<file path="config.mk">
export PLATFORM = sky130hd
export DESIGN_NAME = qspi_master
export DESIGN_NICKNAME = d
export VERILOG_FILES = /design/src/qspi_pkg.sv /design/src/qspi_master.sv /design/src/qspi_shifter.sv /design/src/qspi_ctrl.sv /design/src/qspi_sck_gen.sv
export SDC_FILE = /design/constraint.sdc
export NUM_CORES = 1
export LEC_CHECK = 0
export BUFFER_PORTS_ARGS = -buffer_cell sky130_fd_sc_hd__buf_2
export CAP_MARGIN = 20
export CORE_MARGIN = 4
export CORE_UTILIZATION = 40
export DETAILED_ROUTE_END_ITERATION = 10
export SLEW_MARGIN = 20
export SYNTH_ARGS = -nofsm -noshare
export SYNTH_HDL_FRONTEND = slang
export SYNTH_SLANG_ARGS = --single-unit
</file>
<file path="constraint.sdc">
create_clock -name i_clk -period 4.3 [get_ports i_clk]
set_clock_uncertainty 0.15 [all_clocks]
set_input_delay 0.86 -clock i_clk [delete_from_list [all_inputs] [get_ports i_clk]]
set_output_delay 0.86 -clock i_clk [all_outputs]
set_load 0.02 [all_outputs]
</file>
<file path="src/qspi_pkg.sv">
`default_nettype none

package qspi_pkg;

    // --------------------
    // widths
    // --------------------
    localparam int BYTE_W  = 8;
    localparam int LANE_N  = 4;                    // dq0..dq3
    localparam int DIV_W   = 4;
    localparam int DIV_MAX = 11;                   // half period of 2048 clocks at most
    localparam int HCNT_W  = 11;

    typedef logic [BYTE_W-1:0] byte_t;
    typedef logic [LANE_N-1:0] dq_t;
    typedef logic [DIV_W-1:0]  div_t;
    typedef logic [1:0]        spi_mode_t;         // {cpol, cpha}

    // code 2'b11 is unused and treated as single
    typedef enum logic [1:0] {
        LANES_SINGLE = 2'b00,
        LANES_DUAL   = 2'b01,
        LANES_QUAD   = 2'b10
    } lanes_e;

    typedef enum logic {
        ST_IDLE  = 1'b0,
        ST_SHIFT = 1'b1
    } ctrl_state_e;

    // --------------------
    // grouped signals
    // --------------------
    typedef struct packed {
        logic   write;                             // low for a read
        lanes_e lanes;
        byte_t  data;
    } qspi_req_t;

    typedef struct packed {
        spi_mode_t mode;
        div_t      div;
        logic      duplex;                         // capture dq1 on single-lane writes
    } qspi_cfg_t;

    typedef struct packed {
        logic sck;
        dq_t  dq_o;
        dq_t  dq_oe;
    } qspi_pad_t;

endpackage

`default_nettype wire
</file>
<file path="src/qspi_master.sv">
`timescale 1ns/10ps
`default_nettype none

module qspi_master (
    input  logic                i_clk,
    input  logic                i_rst_n,
    input  logic                i_req_valid,
    input  qspi_pkg::qspi_req_t i_req,
    input  qspi_pkg::qspi_cfg_t i_cfg,
    input  logic                i_rsp_ready,
    input  qspi_pkg::dq_t       i_dq,
    output logic                o_req_ready,
    output logic                o_rsp_valid,
    output qspi_pkg::byte_t     o_rsp_data,
    output logic                o_busy,
    output qspi_pkg::qspi_pad_t o_pad
);
    import qspi_pkg::*;

    logic      run;
    logic      edge_lead;
    logic      edge_trail;
    logic      load;
    logic      launch;
    logic      sample;
    logic      busy;
    qspi_req_t req_buf;

    // --------------------
    // clock generation
    // --------------------
    qspi_sck_gen u_sck_gen (
        .i_clk        (i_clk),
        .i_rst_n      (i_rst_n),
        .i_run        (run),
        .i_div        (i_cfg.div),
        .i_cpol       (i_cfg.mode[1]),
        .o_sck        (o_pad.sck),
        .o_edge_lead  (edge_lead),
        .o_edge_trail (edge_trail)
    );

    qspi_ctrl u_ctrl (
        .i_clk        (i_clk),
        .i_rst_n      (i_rst_n),
        .i_req_valid  (i_req_valid),
        .i_req        (i_req),
        .i_cfg        (i_cfg),
        .i_rsp_ready  (i_rsp_ready),
        .i_edge_lead  (edge_lead),
        .i_edge_trail (edge_trail),
        .o_req_ready  (o_req_ready),
        .o_rsp_valid  (o_rsp_valid),
        .o_busy       (busy),
        .o_run        (run),
        .o_buf        (req_buf),
        .o_load       (load),
        .o_launch     (launch),
        .o_sample     (sample)
    );

    qspi_shifter u_shifter (
        .i_clk        (i_clk),
        .i_rst_n      (i_rst_n),
        .i_buf        (req_buf),
        .i_load       (load),
        .i_active     (busy),
        .i_launch     (launch),
        .i_sample     (sample),
        .i_dq         (i_dq),
        .o_dq_o       (o_pad.dq_o),
        .o_dq_oe      (o_pad.dq_oe),
        .o_rx         (o_rsp_data)
    );

    assign o_busy = busy;

endmodule

`default_nettype wire

</file>
<file path="src/qspi_shifter.sv">
`timescale 1ns/10ps
`default_nettype none

module qspi_shifter (
    input  logic                i_clk,
    input  logic                i_rst_n,
    input  qspi_pkg::qspi_req_t i_buf,
    input  logic                i_load,
    input  logic                i_active,
    input  logic                i_launch,
    input  logic                i_sample,
    input  qspi_pkg::dq_t       i_dq,
    output qspi_pkg::dq_t       o_dq_o,
    output qspi_pkg::dq_t       o_dq_oe,
    output qspi_pkg::byte_t     o_rx
);
    import qspi_pkg::*;

    byte_t sh_q;
    byte_t rx_q;
    dq_t   oe_mask;

    // --------------------
    // transmit
    // --------------------
    always_ff @(posedge i_clk) begin
        if (!i_rst_n) begin
            sh_q <= '0;
        end else if (i_load) begin
            sh_q <= i_buf.data;
        end else if (i_launch) begin
            case (i_buf.lanes)
                LANES_DUAL: sh_q <= sh_q << 2;
                LANES_QUAD: sh_q <= sh_q << 4;
                default:    sh_q <= sh_q << 1;
            endcase
        end
    end

    always_comb begin
        case (i_buf.lanes)
            LANES_DUAL: begin
                o_dq_o  = {2'b00, sh_q[BYTE_W-1 -: 2]};    // dq1 carries the msb
                oe_mask = i_buf.write ? 4'b0011 : 4'b0000;
            end
            LANES_QUAD: begin
                o_dq_o  = sh_q[BYTE_W-1 -: 4];
                oe_mask = i_buf.write ? 4'b1111 : 4'b0000;
            end
            default: begin
                o_dq_o  = {3'b000, sh_q[BYTE_W-1]};
                oe_mask = 4'b0001;                         // mosi on dq0
            end
        endcase
    end

    assign o_dq_oe = i_active ? oe_mask : '0;

    // --------------------
    // receive
    // --------------------
    always_ff @(posedge i_clk) begin
        if (i_sample) begin
            case (i_buf.lanes)
                LANES_DUAL: rx_q <= {rx_q[BYTE_W-3:0], i_dq[1:0]};
                LANES_QUAD: rx_q <= {rx_q[BYTE_W-5:0], i_dq};
                default:    rx_q <= {rx_q[BYTE_W-2:0], i_dq[1]};   // miso on dq1
            endcase
        end
    end

    assign o_rx = rx_q;

endmodule

`default_nettype wire

</file>
<file path="src/qspi_ctrl.sv">
`timescale 1ns/10ps
`default_nettype none

module qspi_ctrl (
    input  logic                i_clk,
    input  logic                i_rst_n,
    input  logic                i_req_valid,
    input  qspi_pkg::qspi_req_t i_req,
    input  qspi_pkg::qspi_cfg_t i_cfg,
    input  logic                i_rsp_ready,
    input  logic                i_edge_lead,
    input  logic                i_edge_trail,
    output logic                o_req_ready,
    output logic                o_rsp_valid,
    output logic                o_busy,
    output logic                o_run,
    output qspi_pkg::qspi_req_t o_buf,
    output logic                o_load,
    output logic                o_launch,
    output logic                o_sample
);
    import qspi_pkg::*;

    typedef logic [$clog2(2*BYTE_W)-1:0] edge_cnt_t;

    ctrl_state_e state_q;
    qspi_req_t   buf_q;
    edge_cnt_t   edge_cnt_q;
    edge_cnt_t   edge_last;
    logic        rsp_valid_q;
    logic        accept;
    logic        in_shift;
    logic        edge_any;
    logic        last_edge;
    logic        cpha;
    logic        single;
    logic        rsp_due;

    assign accept   = i_req_valid & o_req_ready;
    assign in_shift = (state_q == ST_SHIFT);
    assign edge_any = in_shift & (i_edge_lead | i_edge_trail);
    assign cpha     = i_cfg.mode[0];
    assign single   = (buf_q.lanes != LANES_DUAL) && (buf_q.lanes != LANES_QUAD);

    // --------------------
    // request buffer
    // --------------------
    always_ff @(posedge i_clk) begin
        if (accept) begin
            buf_q <= i_req;
        end
    end

    assign o_buf  = accept ? i_req : buf_q;        // shifter loads the new byte
    assign o_load = accept;

    // two edges per slot
    always_comb begin
        case (buf_q.lanes)
            LANES_DUAL: edge_last = edge_cnt_t'(BYTE_W - 1);
            LANES_QUAD: edge_last = edge_cnt_t'(BYTE_W/2 - 1);
            default:    edge_last = edge_cnt_t'(2*BYTE_W - 1);
        endcase
    end

    assign last_edge = edge_any & (edge_cnt_q == edge_last);
    assign rsp_due   = ~buf_q.write | (single & i_cfg.duplex);

    // --------------------
    // transfer FSM
    // --------------------
    always_ff @(posedge i_clk) begin
        if (!i_rst_n) begin
            state_q     <= ST_IDLE;
            edge_cnt_q  <= '0;
            rsp_valid_q <= 1'b0;
        end else begin
            case (state_q)
                ST_IDLE: begin
                    if (accept) begin
                        state_q    <= ST_SHIFT;
                        edge_cnt_q <= '0;
                    end
                    if (rsp_valid_q && i_rsp_ready) begin
                        rsp_valid_q <= 1'b0;
                    end
                end
                ST_SHIFT: begin
                    if (last_edge) begin
                        state_q     <= ST_IDLE;
                        edge_cnt_q  <= '0;
                        rsp_valid_q <= rsp_due;
                    end else if (edge_any) begin
                        edge_cnt_q <= edge_cnt_q + edge_cnt_t'(1);
                    end
                end
                default: state_q <= ST_IDLE;
            endcase
        end
    end

    assign o_req_ready = (state_q == ST_IDLE) & ~rsp_valid_q;
    assign o_rsp_valid = rsp_valid_q;
    assign o_busy      = in_shift;
    assign o_run       = in_shift;

    // first leading edge with cpha=1 carries the preloaded bit
    assign o_launch = in_shift & (cpha ? (i_edge_lead & (edge_cnt_q != '0)) : i_edge_trail);
    assign o_sample = in_shift & (cpha ? i_edge_trail : i_edge_lead);

endmodule

`default_nettype wire

</file>
<file path="src/qspi_sck_gen.sv">
`timescale 1ns/10ps
`default_nettype none

module qspi_sck_gen (
    input  logic           i_clk,
    input  logic           i_rst_n,
    input  logic           i_run,
    input  qspi_pkg::div_t i_div,
    input  logic           i_cpol,
    output logic           o_sck,
    output logic           o_edge_lead,
    output logic           o_edge_trail
);
    import qspi_pkg::*;

    div_t              div_c;
    logic [HCNT_W-1:0] half_lim;
    logic [HCNT_W-1:0] cnt_q;
    logic              sck_q;
    logic              edge_hit;

    // --------------------
    // half period length
    // --------------------
    always_comb begin
        if (i_div > div_t'(DIV_MAX)) begin
            div_c = div_t'(DIV_MAX);               // clamp
        end else begin
            div_c = i_div;
        end
    end

    assign half_lim = (HCNT_W'(1) << div_c) - HCNT_W'(1);   // wraps to all ones for 2048

    assign edge_hit = i_run & (cnt_q == half_lim);

    // an edge away from the idle level is the leading one
    assign o_edge_lead  = edge_hit & (sck_q == i_cpol);
    assign o_edge_trail = edge_hit & (sck_q != i_cpol);

    always_ff @(posedge i_clk) begin
        if (!i_rst_n) begin
            cnt_q <= '0;
            sck_q <= i_cpol;
        end else if (!i_run) begin
            cnt_q <= '0;
            sck_q <= i_cpol;                       // park at idle level
        end else if (edge_hit) begin
            cnt_q <= '0;
            sck_q <= ~sck_q;
        end else begin
            cnt_q <= cnt_q + HCNT_W'(1);
        end
    end

    assign o_sck = i_run ? sck_q : i_cpol;

endmodule

`default_nettype wire

</file>
==> results.md, run 1 <==
* Gate power share at 0.222
* Sw Ratio at 0.2889
* # Post-CTS Setup Buffers at 0
* Fin cells at 392
* Top cells by area, synth: dfxtp_1, edfxtp_1, o21ai_0
* CP Capture Type: flip-flop
* Max Cap Viol at 0
* Post-synth top area share at 0.2369
* Root buffer cell: clkbuf_8
* Clock buffer count from CTS at 5
* Internal at a little over 0.6 mW
* HPWL Detailed at between 3000 and 4000 µm
* Antenna fix cells at 0
* Most used DFF post-synth: dfxtp_1
* Total GRT Usage at 0.1501
* Worst EP required at 4150 ps
* Worst hold path class: reg -> reg
* Post-Synthesis Cells at roughly 280
* CP arrival at 3590 ps
* Max incr delay on CP at 540 ps
* Clk buf depth at 2
* Per-cell routed wire length at around 13 µm
* FMAX at 267.7 MHz
* Setup total negative slack at 0 ps
* Cts repair resizes at 0
* Final period util at 0.8686
* Buf/Inv on CP at 2
* Total wire length at ~5100 µm
* Post-synthesis cell type count at 54
* Placed cell count at 384
* Starting DRT DRC Count at 106
* Net Count, Synth at 317
* Pleak at between 1 and 1.5 nW
* CTS H-tree depth at 2
* Pwr/cell area at 320.8 nW/µm²
* Synth cell count leaders: o21ai_0, dfxtp_1, nand2_1
* Worst Setup Slack, final at 565.1 ps
* Area leader, netlist: dfxtp_1
* Share of the yosys chip area belonging to registers at 0.3511
* Worst-Margin Slew at 610.5 ps
* Ys async rst share at 0
* Layout area overhead at 14.65%
* Row cnt at 27
* Final nets at 352
* DR vias/cell at 5.253
* Slew HR at 0.5930
* Die height at 84.91 µm
* Via count at 2059
* Placement Setup Slack at 247.7 ps
* I/O pins at 46
* TritonCTS clock tree: built
* Cell with the most instances after synthesis: o21ai_0
* Initial Util at 0.4219
* Crit-path leading delay family: simple AND/OR/NAND/NOR gates
* # DRC at 0
* Post-Syn Area at ~2400 µm²
* Avg Cell Area, Syn at 8.331 µm²
* CP Launch Type: input port
* First-pass GRT wire length at 9018 µm
* WS Path Type: in -> reg
* Core Region at 5608 µm²
* Die X at 84.91 µm
* Critical path fanouts, max at 17
* Clk_lat worst skew at 290 ps
* # clock sinks at 37
* GP Congestion at roughly 0.8
* Layout fillers at between 500 and 600
* Post-CTS Hold Fix Bufs at 0
* Outcome: complete, no violations
* CP cell instances: buf_2 > or4_4 > ha_1 > or4bb_1 > a21oi_1 > o21ai_0 > a22o_1 > or2_1 > nor2_1 > buf_4
* Switching pwr at 0.2514 mW
* Tmin final at ~3700 ps
* Final setup viols at 0
* Port Buffer Count at 45
* Yosys warnings at 0
* Share of layout cells above drive strength 1 at 0.2063
* Number of synthesized flops with an enable pin at 9
* Unrepaired setup endpoints after global routing: false
* Max VDD drop at ~0.25 mV
* Vias in the first global route at 2040
* Synth Register Bits at 37
* Worst-path clk slew at 80 ps
* Antenna violations before repair at 0
* Sequential fraction of design power at 0.442
* Largest net degree at the start of global routing at 24
* Final hold vios at 0
* First-pass DRT Iterations at 5
* Detail Route Antenna Nets at 0
* Crit path max-delay cell type: or4_4
* Grt total ovfl at 0
* Die area at 7210 µm²
* Max Slew Vio Count at 0
* Clock share of power at 0.335
-- routing by layer --
metal | routed length (µm) | share of wire | track usage | vias up
met1 | 2334 | 0.45 | 0.1857 | 923
met4 | 48 | 0.0093 | 0.03453 | 0
li1 | - | - | - | 1090
met2 | 2477 | 0.48 | 0.2577 | 41
met5 | 0 | 0 | 0 | -
met3 | 277 | 0.054 | 0.04369 | 5
-- power groups by stage --
stage / Clock, mW / Combinational, mW / Sequential (mW)
after CTS: 0.301 / 0.195 / 0.385
final: 0.292 / 0.193 / 0.385
after floorplan: 0 / 0.146 / 0.391
after global routing: 0.318 / 0.222 / 0.387
after global placement: 0 / 0.193 / 0.393
after detailed placement: 0 / 0.195 / 0.393
-- sequential cells by signal (all words and copies together) (netlist names) --
register and cells:
u_ctrl.o_rsp_valid 1, u_sck_gen.cnt_q 11, u_shifter.sh_q 8, u_ctrl.o_busy 1, u_ctrl.buf_q 3, u_ctrl.edge_cnt_q 4
u_shifter.o_rx 8, u_sck_gen.sck_q 1
-- placed cells by master (no fill, tap or decap), types with 2 or more instances in the layout --
cell	n
buf_2	45
o21ai_0	30
nand2_1	28
dfxtp_1	28
nor2_1	20
nand3_1	16
a22oi_1	13
a21oi_1	13
inv_1	11
xnor2_1	10
edfxtp_1	9
xor2_1	7
ha_1	7
mux2i_1	6
and3_1	5
clkbuf_8	5
buf_4	5
nor3_1	4
nand4_1	4
o21a_1	3
or3_1	3
o221ai_1	3
a21boi_1	3
mux2_2	2
and2_1	2
nand3b_1	2
nor4b_1	2
nand2b_1	2
o31a_1	2
nand3_2	2
a31oi_1	2
a21boi_0	2
o21ai_1	2
-- per-stage QoR --
step	util	total power, mW	area [µm²]	hold slack (ps)
final	0.4837	0.8701	2713	378.6
after global routing	0.4837	0.9268	2713	425.6
after CTS	0.4837	0.8811	2713	382.7
after detailed placement	0.4647	0.5875	2606	371.9
after global placement	0.4647	0.5855	2606	359.6
after floorplan	-	0.5365	2366	323.5
-- path summary, 6_finish.rpt --
kind                                startpoint                                 to  slack [ps]  depth (start not counted)
max                                   i_cfg[4]        u_shifter.o_rx[0]$_DFFE_PP_         570                         10
max reg2reg           u_ctrl.o_busy$_SDFF_PN0_        u_shifter.o_rx[3]$_DFFE_PP_        1540                          8
min reg2reg  u_ctrl.edge_cnt_q[0]$_SDFFE_PN0P_  u_ctrl.edge_cnt_q[0]$_SDFFE_PN0P_         380                          2
min          u_ctrl.edge_cnt_q[0]$_SDFFE_PN0P_  u_ctrl.edge_cnt_q[0]$_SDFFE_PN0P_         380                          2
-- kinds of logic after synthesis --
family                   share of synthesized area
AO/OA/AOI/OAI                               0.2173
XOR/XNOR                                   0.06293
adder cells (fa/ha/maj)                    0.03702
buffers and inverters                      0.06504
flip-flops                                  0.3511
multiplexers                               0.03490
AND/OR/NAND/NOR                             0.2316
-- worst min-delay path, delay by kind of cell, from the launching register on --
family | cells | cell delay [ps]
flops | 1 | 340
simple gates | 1 | 70
compound gates | 1 | 70
-- area by class of cell --
type                       instances  area [µm²]  area share
clock buffer                       6       72.57     0.02675
clock inverter                     2       33.78     0.01245
inverter                          11       41.29     0.01522
multi-input combinational        214        1381      0.5092
sequential                        37       830.8      0.3063
tap                               72       90.09     0.03321
timing repair buffer              50       262.8     0.09686
Note: power is estimated with default switching activity, not from simulation.
==> run 2: changes to the inputs <==
- BUFFER_PORTS_ARGS: -buffer_cell sky130_fd_sc_hd__buf_2 -> default
- DONT_BUFFER_PORTS: default -> 1
==> run 2 against run 1 <==
Compared with the run above: first-iteration DRC count rose by 3.8%; die area did not move; non-clock buffer count fell by 41; cell area down 7.9%; final cell count is 10% lower; sequential cell count unchanged; register-to-register slack lost 270 ps; global-route usage is 0.64 points lower; wire length is 0.35% lower; setup slack lost 120 ps; critical endpoint is now o_pad[5]; via count is 4.3% lower.
==> results.md, run 2 (synthesis gave the netlist of run 1 again) <==
* Final hold slack at 373.1 ps (was 378.6 ps)
* # DRC at 0 (unchanged)
* Port Buffer Count at 0 (was 45)
* Sw Ratio at 0.3075 (was 0.2889)
* Detail Route Antenna Nets at 0 (unchanged)
* Internal reg-to-reg setup slack at 1270 ps (was 1540 ps)
* Per-cell routed wire length at 14.58 µm (was 13.10 µm)
* Commonest non-fill, non-tap cell in the layout: o21ai_0 (was buf_2)
* Root buffer cell: clkbuf_8 (unchanged)
* CTS H-tree depth at 2 (unchanged)
* Worst-path clk slew at 80 ps (about the same)
* Row cnt at 27 (unchanged)
* Reg2reg end: u_shifter.sh_q[3]$_SDFFE_PN0P_ (was u_shifter.o_rx[3]$_DFFE_PP_)
* I/O pins at 46 (unchanged)
* Max Cap Viol at 0 (unchanged)
* Worst-Margin Slew at 607.8 ps (was 610.5 ps)
* Total GRT Usage at 0.1437 (was 0.1501)
* Initial Util at 0.4219 (unchanged)
* Setup total negative slack at 0 ps (unchanged)
* Die X at 84.91 µm (unchanged)
* CP arrival at 2850 ps (was 3590 ps)
* Unrepaired setup endpoints after global routing: false (unchanged)
* Final hold vios at 0 (unchanged)
* Cts repair resizes at 0 (unchanged)
* TritonCTS clock tree: built (unchanged)
* End of the critical path: o_pad[5] (was u_shifter.o_rx[0]$_DFFE_PP_)
* Most frequent cells in the layout: o21ai_0, nand2_1, dfxtp_1 (was buf_2, o21ai_0, nand2_1, dfxtp_1, nor2_1)
* Total wire length at 5119 µm (was 5137 µm)
* Clock buffer count from CTS at 5 (unchanged)
* Clock share of power at 0.299 (was 0.335)
* First-pass GRT wire length at 8625 µm (was 9018 µm)
* Worst hold path class: reg -> reg (unchanged)
* Final period util at 0.8967 (was 0.8686)
* Layout area overhead at 5.553% (was 14.65%)
* FMAX at 259.3 MHz (was 267.7 MHz)
* Tmin final at 3856 ps (was 3735 ps)
* Share of layout cells above drive strength 1 at 0.09677 (was 0.2063)
* CP Capture Type: primary output (was flip-flop)
* R2r worst-path depth at 10 (was 8)
* CP Launch Type: flip-flop (was input port)
* First-pass DRT Iterations at 4 (was 5)
* Worst EP required at 3290 ps (was 4150 ps)
* DR vias/cell at 5.613 (was 5.253)
* WS Path Type: reg -> out (was in -> reg)
* Reg2reg start: u_ctrl.o_rsp_valid$_SDFFE_PN0P_ (was u_ctrl.o_busy$_SDFF_PN0_)
* Pwr/cell area at 318.2 nW/µm² (was 320.8 nW/µm²)
* Die area at 7210 µm² (unchanged)
* Via count at 1970 (was 2059)
* Max VDD drop at 0.2188 mV (was 0.2511 mV)
* Core Region at 5608 µm² (unchanged)
* Sequential fraction of design power at 0.485 (was 0.442)
* Pleak at 0.8775 nW (was 1.055 nW)
* Grt total ovfl at 0 (unchanged)
* Clk_lat worst skew at 290 ps (about the same)
* Largest net degree at the start of global routing at 24 (unchanged)
* Gate power share at 0.217 (was 0.222)
* Largest Register: u_sck_gen.cnt_q (unchanged)
* Internal at 0.5503 mW (was 0.6187 mW)
* Critical path fanouts, max at 23 (was 17)
* Switching pwr at 0.2443 mW (was 0.2514 mW)
* Antenna fix cells at 0 (unchanged)
* Slew HR at 0.5948 (was 0.5930)
* Final setup viols at 0 (unchanged)
* Clk buf depth at 2 (unchanged)
* Worst setup path start: u_ctrl.o_rsp_valid$_SDFFE_PN0P_ (was i_cfg[4])
* Starting DRT DRC Count at 110 (was 106)
* GP Congestion at 0.8047 (was 0.8049)
* Die height at 84.91 µm (unchanged)
* # Post-CTS Setup Buffers at 0 (unchanged)
* Post-CTS Hold Fix Bufs at 0 (unchanged)
* # clock sinks at 37 (unchanged)
* HPWL Detailed at 3759 µm (was 3873 µm)
* Final nets at 311 (was 352)
* Vias in the first global route at 1843 (was 2040)
* Max reg flops at 11 (unchanged)
* Outcome: complete, no violations (unchanged)
* Max Slew Vio Count at 0 (unchanged)
* Antenna violations before repair at 1 (was 0)
run 2: final cells by class:
type                    count  area (µm²)
clock buffers               5       68.82
clock inverters             3       17.52
fillers                   565        3110
inverters                  11       41.29
multi-input cells         214        1381
flip-flops and latches     37       830.8
well taps                  72       90.09
repair buffers              9       67.56
run 2: worst min path at each step:
stage / start / to / slack, ps / depth (start not counted)
global route: u_ctrl.edge_cnt_q[0]$_SDFFE_PN0P_ / u_ctrl.edge_cnt_q[0]$_SDFFE_PN0P_ / 400 / 2
floorplan: u_sck_gen.cnt_q[0]$_SDFF_PP0_ / u_sck_gen.cnt_q[0]$_SDFF_PP0_ / 320 / 1
finish: u_ctrl.edge_cnt_q[0]$_SDFFE_PN0P_ / u_ctrl.edge_cnt_q[0]$_SDFFE_PN0P_ / 370 / 2
CTS: u_ctrl.edge_cnt_q[0]$_SDFFE_PN0P_ / u_ctrl.edge_cnt_q[0]$_SDFFE_PN0P_ / 370 / 2
global placement: u_ctrl.edge_cnt_q[0]$_SDFFE_PN0P_ / u_ctrl.edge_cnt_q[0]$_SDFFE_PN0P_ / 350 / 2
detailed placement: u_ctrl.edge_cnt_q[0]$_SDFFE_PN0P_ / u_ctrl.edge_cnt_q[0]$_SDFFE_PN0P_ / 360 / 2
run 2: per-layer routing:
layer	global-route usage	vias to the layer above	part of all wire	wire, µm
met2	0.2391	46	0.48	2462
met3	0.03981	8	0.054	276
met5	0	-	0.0023	12
met4	0.05180	2	0.014	72
met1	0.1776	906	0.45	2294
li1	-	1008	-	-
run 2: stage by stage:
step | setup WS, ps | power [mW] | util | cell area [µm²] | instances
6_report | 444.1 | 0.7946 | 0.4453 | 2497 | 351
5_1_grt | 166.5 | 0.8412 | 0.4453 | 2497 | 351
4_1_cts | 439.6 | 0.8038 | 0.4453 | 2497 | 351
3_5_place_dp | 403.4 | 0.5657 | 0.4299 | 2411 | 343
3_3_place_gp | 457.4 | 0.5640 | 0.4299 | 2411 | 343
2_1_floorplan | 14.71 | 0.5365 | - | 2366 | 284
run 2: power groups by stage:
stage	clock [mW]	sequential, mW	combinational (mW)
final	0.237	0.385	0.172
after floorplan	0	0.391	0.146
after global placement	0	0.393	0.171
after CTS	0.245	0.385	0.174
after detailed placement	0	0.393	0.173
after global routing	0.260	0.387	0.195
run 2: worst max-delay path: stages (launching register included):
cell     delay, ps
dfxtp_1        390
nor2_1         420
nand2_1        200
buf_4          250
mux2i_1        170
inv_1           90
ha_1           540
a22oi_1        150
nor2_1         350
==> run 3: changes to the inputs <==
- SYNTH_HIERARCHICAL: default -> 1
==> run 3 against run 2 <==
Compared with the run above: final cell count up 19%; sequential share of layout area down 0.40 points; sequential cell count up 8; global-route usage up 0.50 points; setup slack better by 77 ps; combinational power up 16%; utilization down 0.87 points; cell area up 21%; largest cell class unchanged; register-to-register slack better by 160 ps; first-iteration DRC count up 81%; largest power group unchanged; synthesized cell count up 17%.
==> results.md, run 3 <==
* Grt total ovfl at 0 (unchanged)
* # Post-CTS Setup Buffers at 0 (unchanged)
* Worst hold path class: reg -> reg (unchanged)
* Share of layout cells above drive strength 1 at 0.1176 (was 0.09677)
* Post-CTS Hold Fix Bufs at 0 (unchanged)
* WS Path Type: in -> reg (was reg -> out)
* Port Buffer Count at 0 (unchanged)
* Slew HR at 0.5379 (was 0.5948)
* Crit path max-delay cell type: or4_4 (was ha_1)
* HPWL Detailed at 4502 µm (was 3759 µm)
* First-pass DRT Iterations at 4 (unchanged)
* R2r worst-path depth at 11 (was 10)
* Clk_lat worst skew at 310 ps (was 290 ps)
* Most frequent cells in the layout: nand2_1, dfxtp_1, a21oi_1 (was o21ai_0, nand2_1, dfxtp_1)
* Final hold vios at 0 (unchanged)
* Largest net degree at the start of global routing at 25 (was 24)
* Max Cap Viol at 0 (unchanged)
* Top cells by area, synth: dfxtp_1, edfxtp_1, nand2_1 (was dfxtp_1, edfxtp_1, o21ai_0)
* Clock share of power at 0.327 (was 0.299)
* Internal reg-to-reg setup slack at 1430 ps (was 1270 ps)
* Outcome: complete, no violations (unchanged)
* Clock buffer count from CTS at 5 (unchanged)
* Crit-path leading delay family: simple AND/OR/NAND/NOR gates (unchanged)
* Critical path fanouts, max at 19 (was 23)
* Max incr delay on CP at 520 ps (was 540 ps)
* Max VDD drop at 0.1570 mV (was 0.2188 mV)
* First-pass GRT wire length at 10570 µm (was 8625 µm)
* Tmin final at 3779 ps (was 3856 ps)
* Layout fillers at 704 (was 565)
* Post-synthesis cell type count at 57 (was 54)
* Layout area overhead at 4.194% (was 5.553%)
* FMAX at 264.6 MHz (was 259.3 MHz)
* Root buffer cell: clkbuf_8 (unchanged)
* Number of synthesized flops with an enable pin at 9 (unchanged)
* Die X at 93.06 µm (was 84.91 µm)
* GP Congestion at 0.8450 (was 0.8047)
* CP cell instances: or4_4 > ha_1 > nor3b_1 > o21ba_2 > o311ai_1 > nand4_1 > nor3_1 > o311ai_0 > a21boi_0 > buf_4 > and2b_2 > o211ai_1 > o2111a_1 (was nor2_1 > nand2_1 > buf_4 > mux2i_1 > inv_1 > ha_1 > a22oi_1 > nor2_1)
* Yosys warnings at 6 (was 0)
* Internal at 0.7191 mW (was 0.5503 mW)
* Post-Syn Area at 2894 µm² (was 2366 µm²)
* Ys async rst share at 0 (unchanged)
* Hold path depth at 1 (was 2)
* Row cnt at 30 (was 27)
* Cts repair resizes at 0 (unchanged)
* Vias in the first global route at 2142 (was 1843)
* Die height at 93.06 µm (was 84.91 µm)
* Initial Util at 0.4190 (was 0.4219)
* Setup total negative slack at 0 ps (unchanged)
* Total GRT Usage at 0.1487 (was 0.1437)
* Post-synth top area share at 0.2490 (was 0.2369)
* Regs by FF count: u_ctrl/buf_q (11), u_sck_gen/cnt_q (11)
* Final setup viols at 0 (unchanged)
* DR vias/cell at 5.575 (was 5.613)
* Area leader, netlist: dfxtp_1 (unchanged)
* Placed cell count at 411 (was 343)
* Post-Synthesis Cells at 331 (was 284)
* Placement Setup Slack at 203.9 ps (was 403.4 ps)
* Pleak at 1.104 nW (was 0.8775 nW)
* HP Start: u_ctrl/buf_q[4]$_DFF_P_ (was u_ctrl.edge_cnt_q[0]$_SDFFE_PN0P_)
* Final nets at 355 (was 311)
* Core Region at 6907 µm² (was 5608 µm²)
* Via count at 2336 (was 1970)
* # DRC at 0 (unchanged)
* Worst Hold End: u_ctrl/buf_q[4]$_DFF_P_ (was u_ctrl.edge_cnt_q[0]$_SDFFE_PN0P_)
* Detail Route Antenna Nets at 0 (unchanged)
* Worst-path clk slew at 100 ps (was 80 ps)
* Reg2reg end: u_shifter/sh_q[4]$_SDFFE_PN0P_ (was u_shifter.sh_q[3]$_SDFFE_PN0P_)
* Avg Cell Area, Syn at 8.743 µm² (was 8.331 µm²)
* I/O pins at 46 (unchanged)
* Antenna fix cells at 0 (unchanged)
* Antenna violations before repair at 0 (was 1)
* Buf/Inv on CP at 1 (was 2)
* Unrepaired setup endpoints after global routing: false (unchanged)
* Worst Setup Slack, final at 520.9 ps (was 444.1 ps)
* Worst EP required at 4360 ps (was 3290 ps)
* CP arrival at 3840 ps (was 2850 ps)
* Stages on worst setup path at 13 (was 8)
* Sw Ratio at 0.2839 (was 0.3075)
* Synth cell count leaders: dfxtp_1, nand2_1, a21oi_1 (was o21ai_0, dfxtp_1, nand2_1)
* CTS H-tree depth at 2 (unchanged)
* Die area at 8660 µm² (was 7210 µm²)
* Total wire length at 6361 µm (was 5119 µm)
* Worst-Margin Slew at 692.7 ps (was 607.8 ps)
* CP Capture Type: flip-flop (was primary output)
* Starting DRT DRC Count at 199 (was 110)
* Net Count, Synth at 364 (was 317)
* Final period util at 0.8789 (was 0.8967)
* Per-cell routed wire length at 15.18 µm (was 14.58 µm)
* Fin cells at 419 (was 351)
* TritonCTS clock tree: built (unchanged)
* Most used DFF post-synth: dfxtp_1 (unchanged)
* Sequential fraction of design power at 0.473 (was 0.485)
* Pwr/cell area at 333.0 nW/µm² (was 318.2 nW/µm²)
* Switching pwr at 0.2851 mW (was 0.2443 mW)
* Gate power share at 0.200 (was 0.217)
* # clock sinks at 45 (was 37)
* Reg2reg start: u_sck_gen/cnt_q[2]$_SDFF_PP0_ (was u_ctrl.o_rsp_valid$_SDFFE_PN0P_)
* Clk buf depth at 2 (unchanged)
* CP Launch Type: input port (was flip-flop)
* Synth Register Bits at 45 (was 37)
* Max Slew Vio Count at 0 (unchanged)
* Share of the yosys chip area belonging to registers at 0.3424 (was 0.3511)
-- run 3: cell count changes after synthesis, sizes merged, moves of 5 or more --
cell and delta:
a21oi +5, buf +13, clkbuf -6, dfxtp +8, mux2 +9, nand2 +8, nand2b +5, nand3 -10
nor2 -5, nor2b +7, o211ai +9, o21ai -15
-- run 3: logic make-up after synthesis --
family | share of synthesized area
mux | 0.05750
simple gates | 0.2317
compound gates | 0.2080
flops | 0.3424
fa+ha+maj | 0.03026
xor+xnor | 0.04237
buf+inv | 0.08776
-- run 3: layer usage --
| metal | part of all wire | wire [µm] | vias up | track usage |
|---|---|---|---|---|
| met4 | 0.0099 | 63 | 0 | 0.04518 |
| met2 | 0.45 | 2855 | 50 | 0.2142 |
| met1 | 0.48 | 3028 | 1102 | 0.2121 |
| met3 | 0.065 | 415 | 6 | 0.04505 |
| met5 | 0 | 0 | - | 0 |
| li1 | - | - | 1178 | - |
-- run 3: worst max path at each step --
stage | from | to | slack, ps
after global routing | i_cfg[4] | u_shifter/sh_q[4]$_SDFFE_PN0P_ | 180
final | i_cfg[4] | u_shifter/sh_q[4]$_SDFFE_PN0P_ | 520
after detailed placement | i_cfg[4] | u_shifter/sh_q[4]$_SDFFE_PN0P_ | 200
after floorplan | i_cfg[4] | u_shifter/sh_q[2]$_SDFFE_PN0P_ | 140
after global placement | i_cfg[4] | u_shifter/sh_q[4]$_SDFFE_PN0P_ | 290
after CTS | i_cfg[4] | u_shifter/sh_q[4]$_SDFFE_PN0P_ | 520
-- run 3: final cells by class --
cell class / count / area, µm² / share of cell area
multi-input cells: 245 / 1649 / 0.5469
repair buffers: 13 / 97.59 / 0.03237
inverters: 12 / 45.04 / 0.01494
clock inverters: 3 / 43.79 / 0.01452
well taps: 96 / 120.1 / 0.03983
clock buffers: 5 / 68.82 / 0.02282
flip-flops and latches: 45 / 991.0 / 0.3286
-- run 3: per-stage QoR --
step	power (mW)	hold WS (ps)	instance area (µm²)	utilization
6_report	1.004	330.8	3015	0.4366
5_1_grt	1.062	341.1	3015	0.4366
3_5_place_dp	0.6862	309.3	2903	0.4203
3_3_place_gp	0.6835	308.5	2903	0.4203
4_1_cts	1.016	332.5	3015	0.4366
2_1_floorplan	0.6728	296.7	2894	-
-- run 3: power groups by stage --
| stage | logic (mW) | registers [mW] | clock network (mW) |
|---|---|---|---|
| 2_1_floorplan | 0.191 | 0.481 | 0 |
| 3_3_place_gp | 0.199 | 0.484 | 0 |
| 3_5_place_dp | 0.201 | 0.485 | 0 |
| 4_1_cts | 0.202 | 0.475 | 0.338 |
| 5_1_grt | 0.224 | 0.479 | 0.359 |
| 6_report | 0.200 | 0.475 | 0.328 |
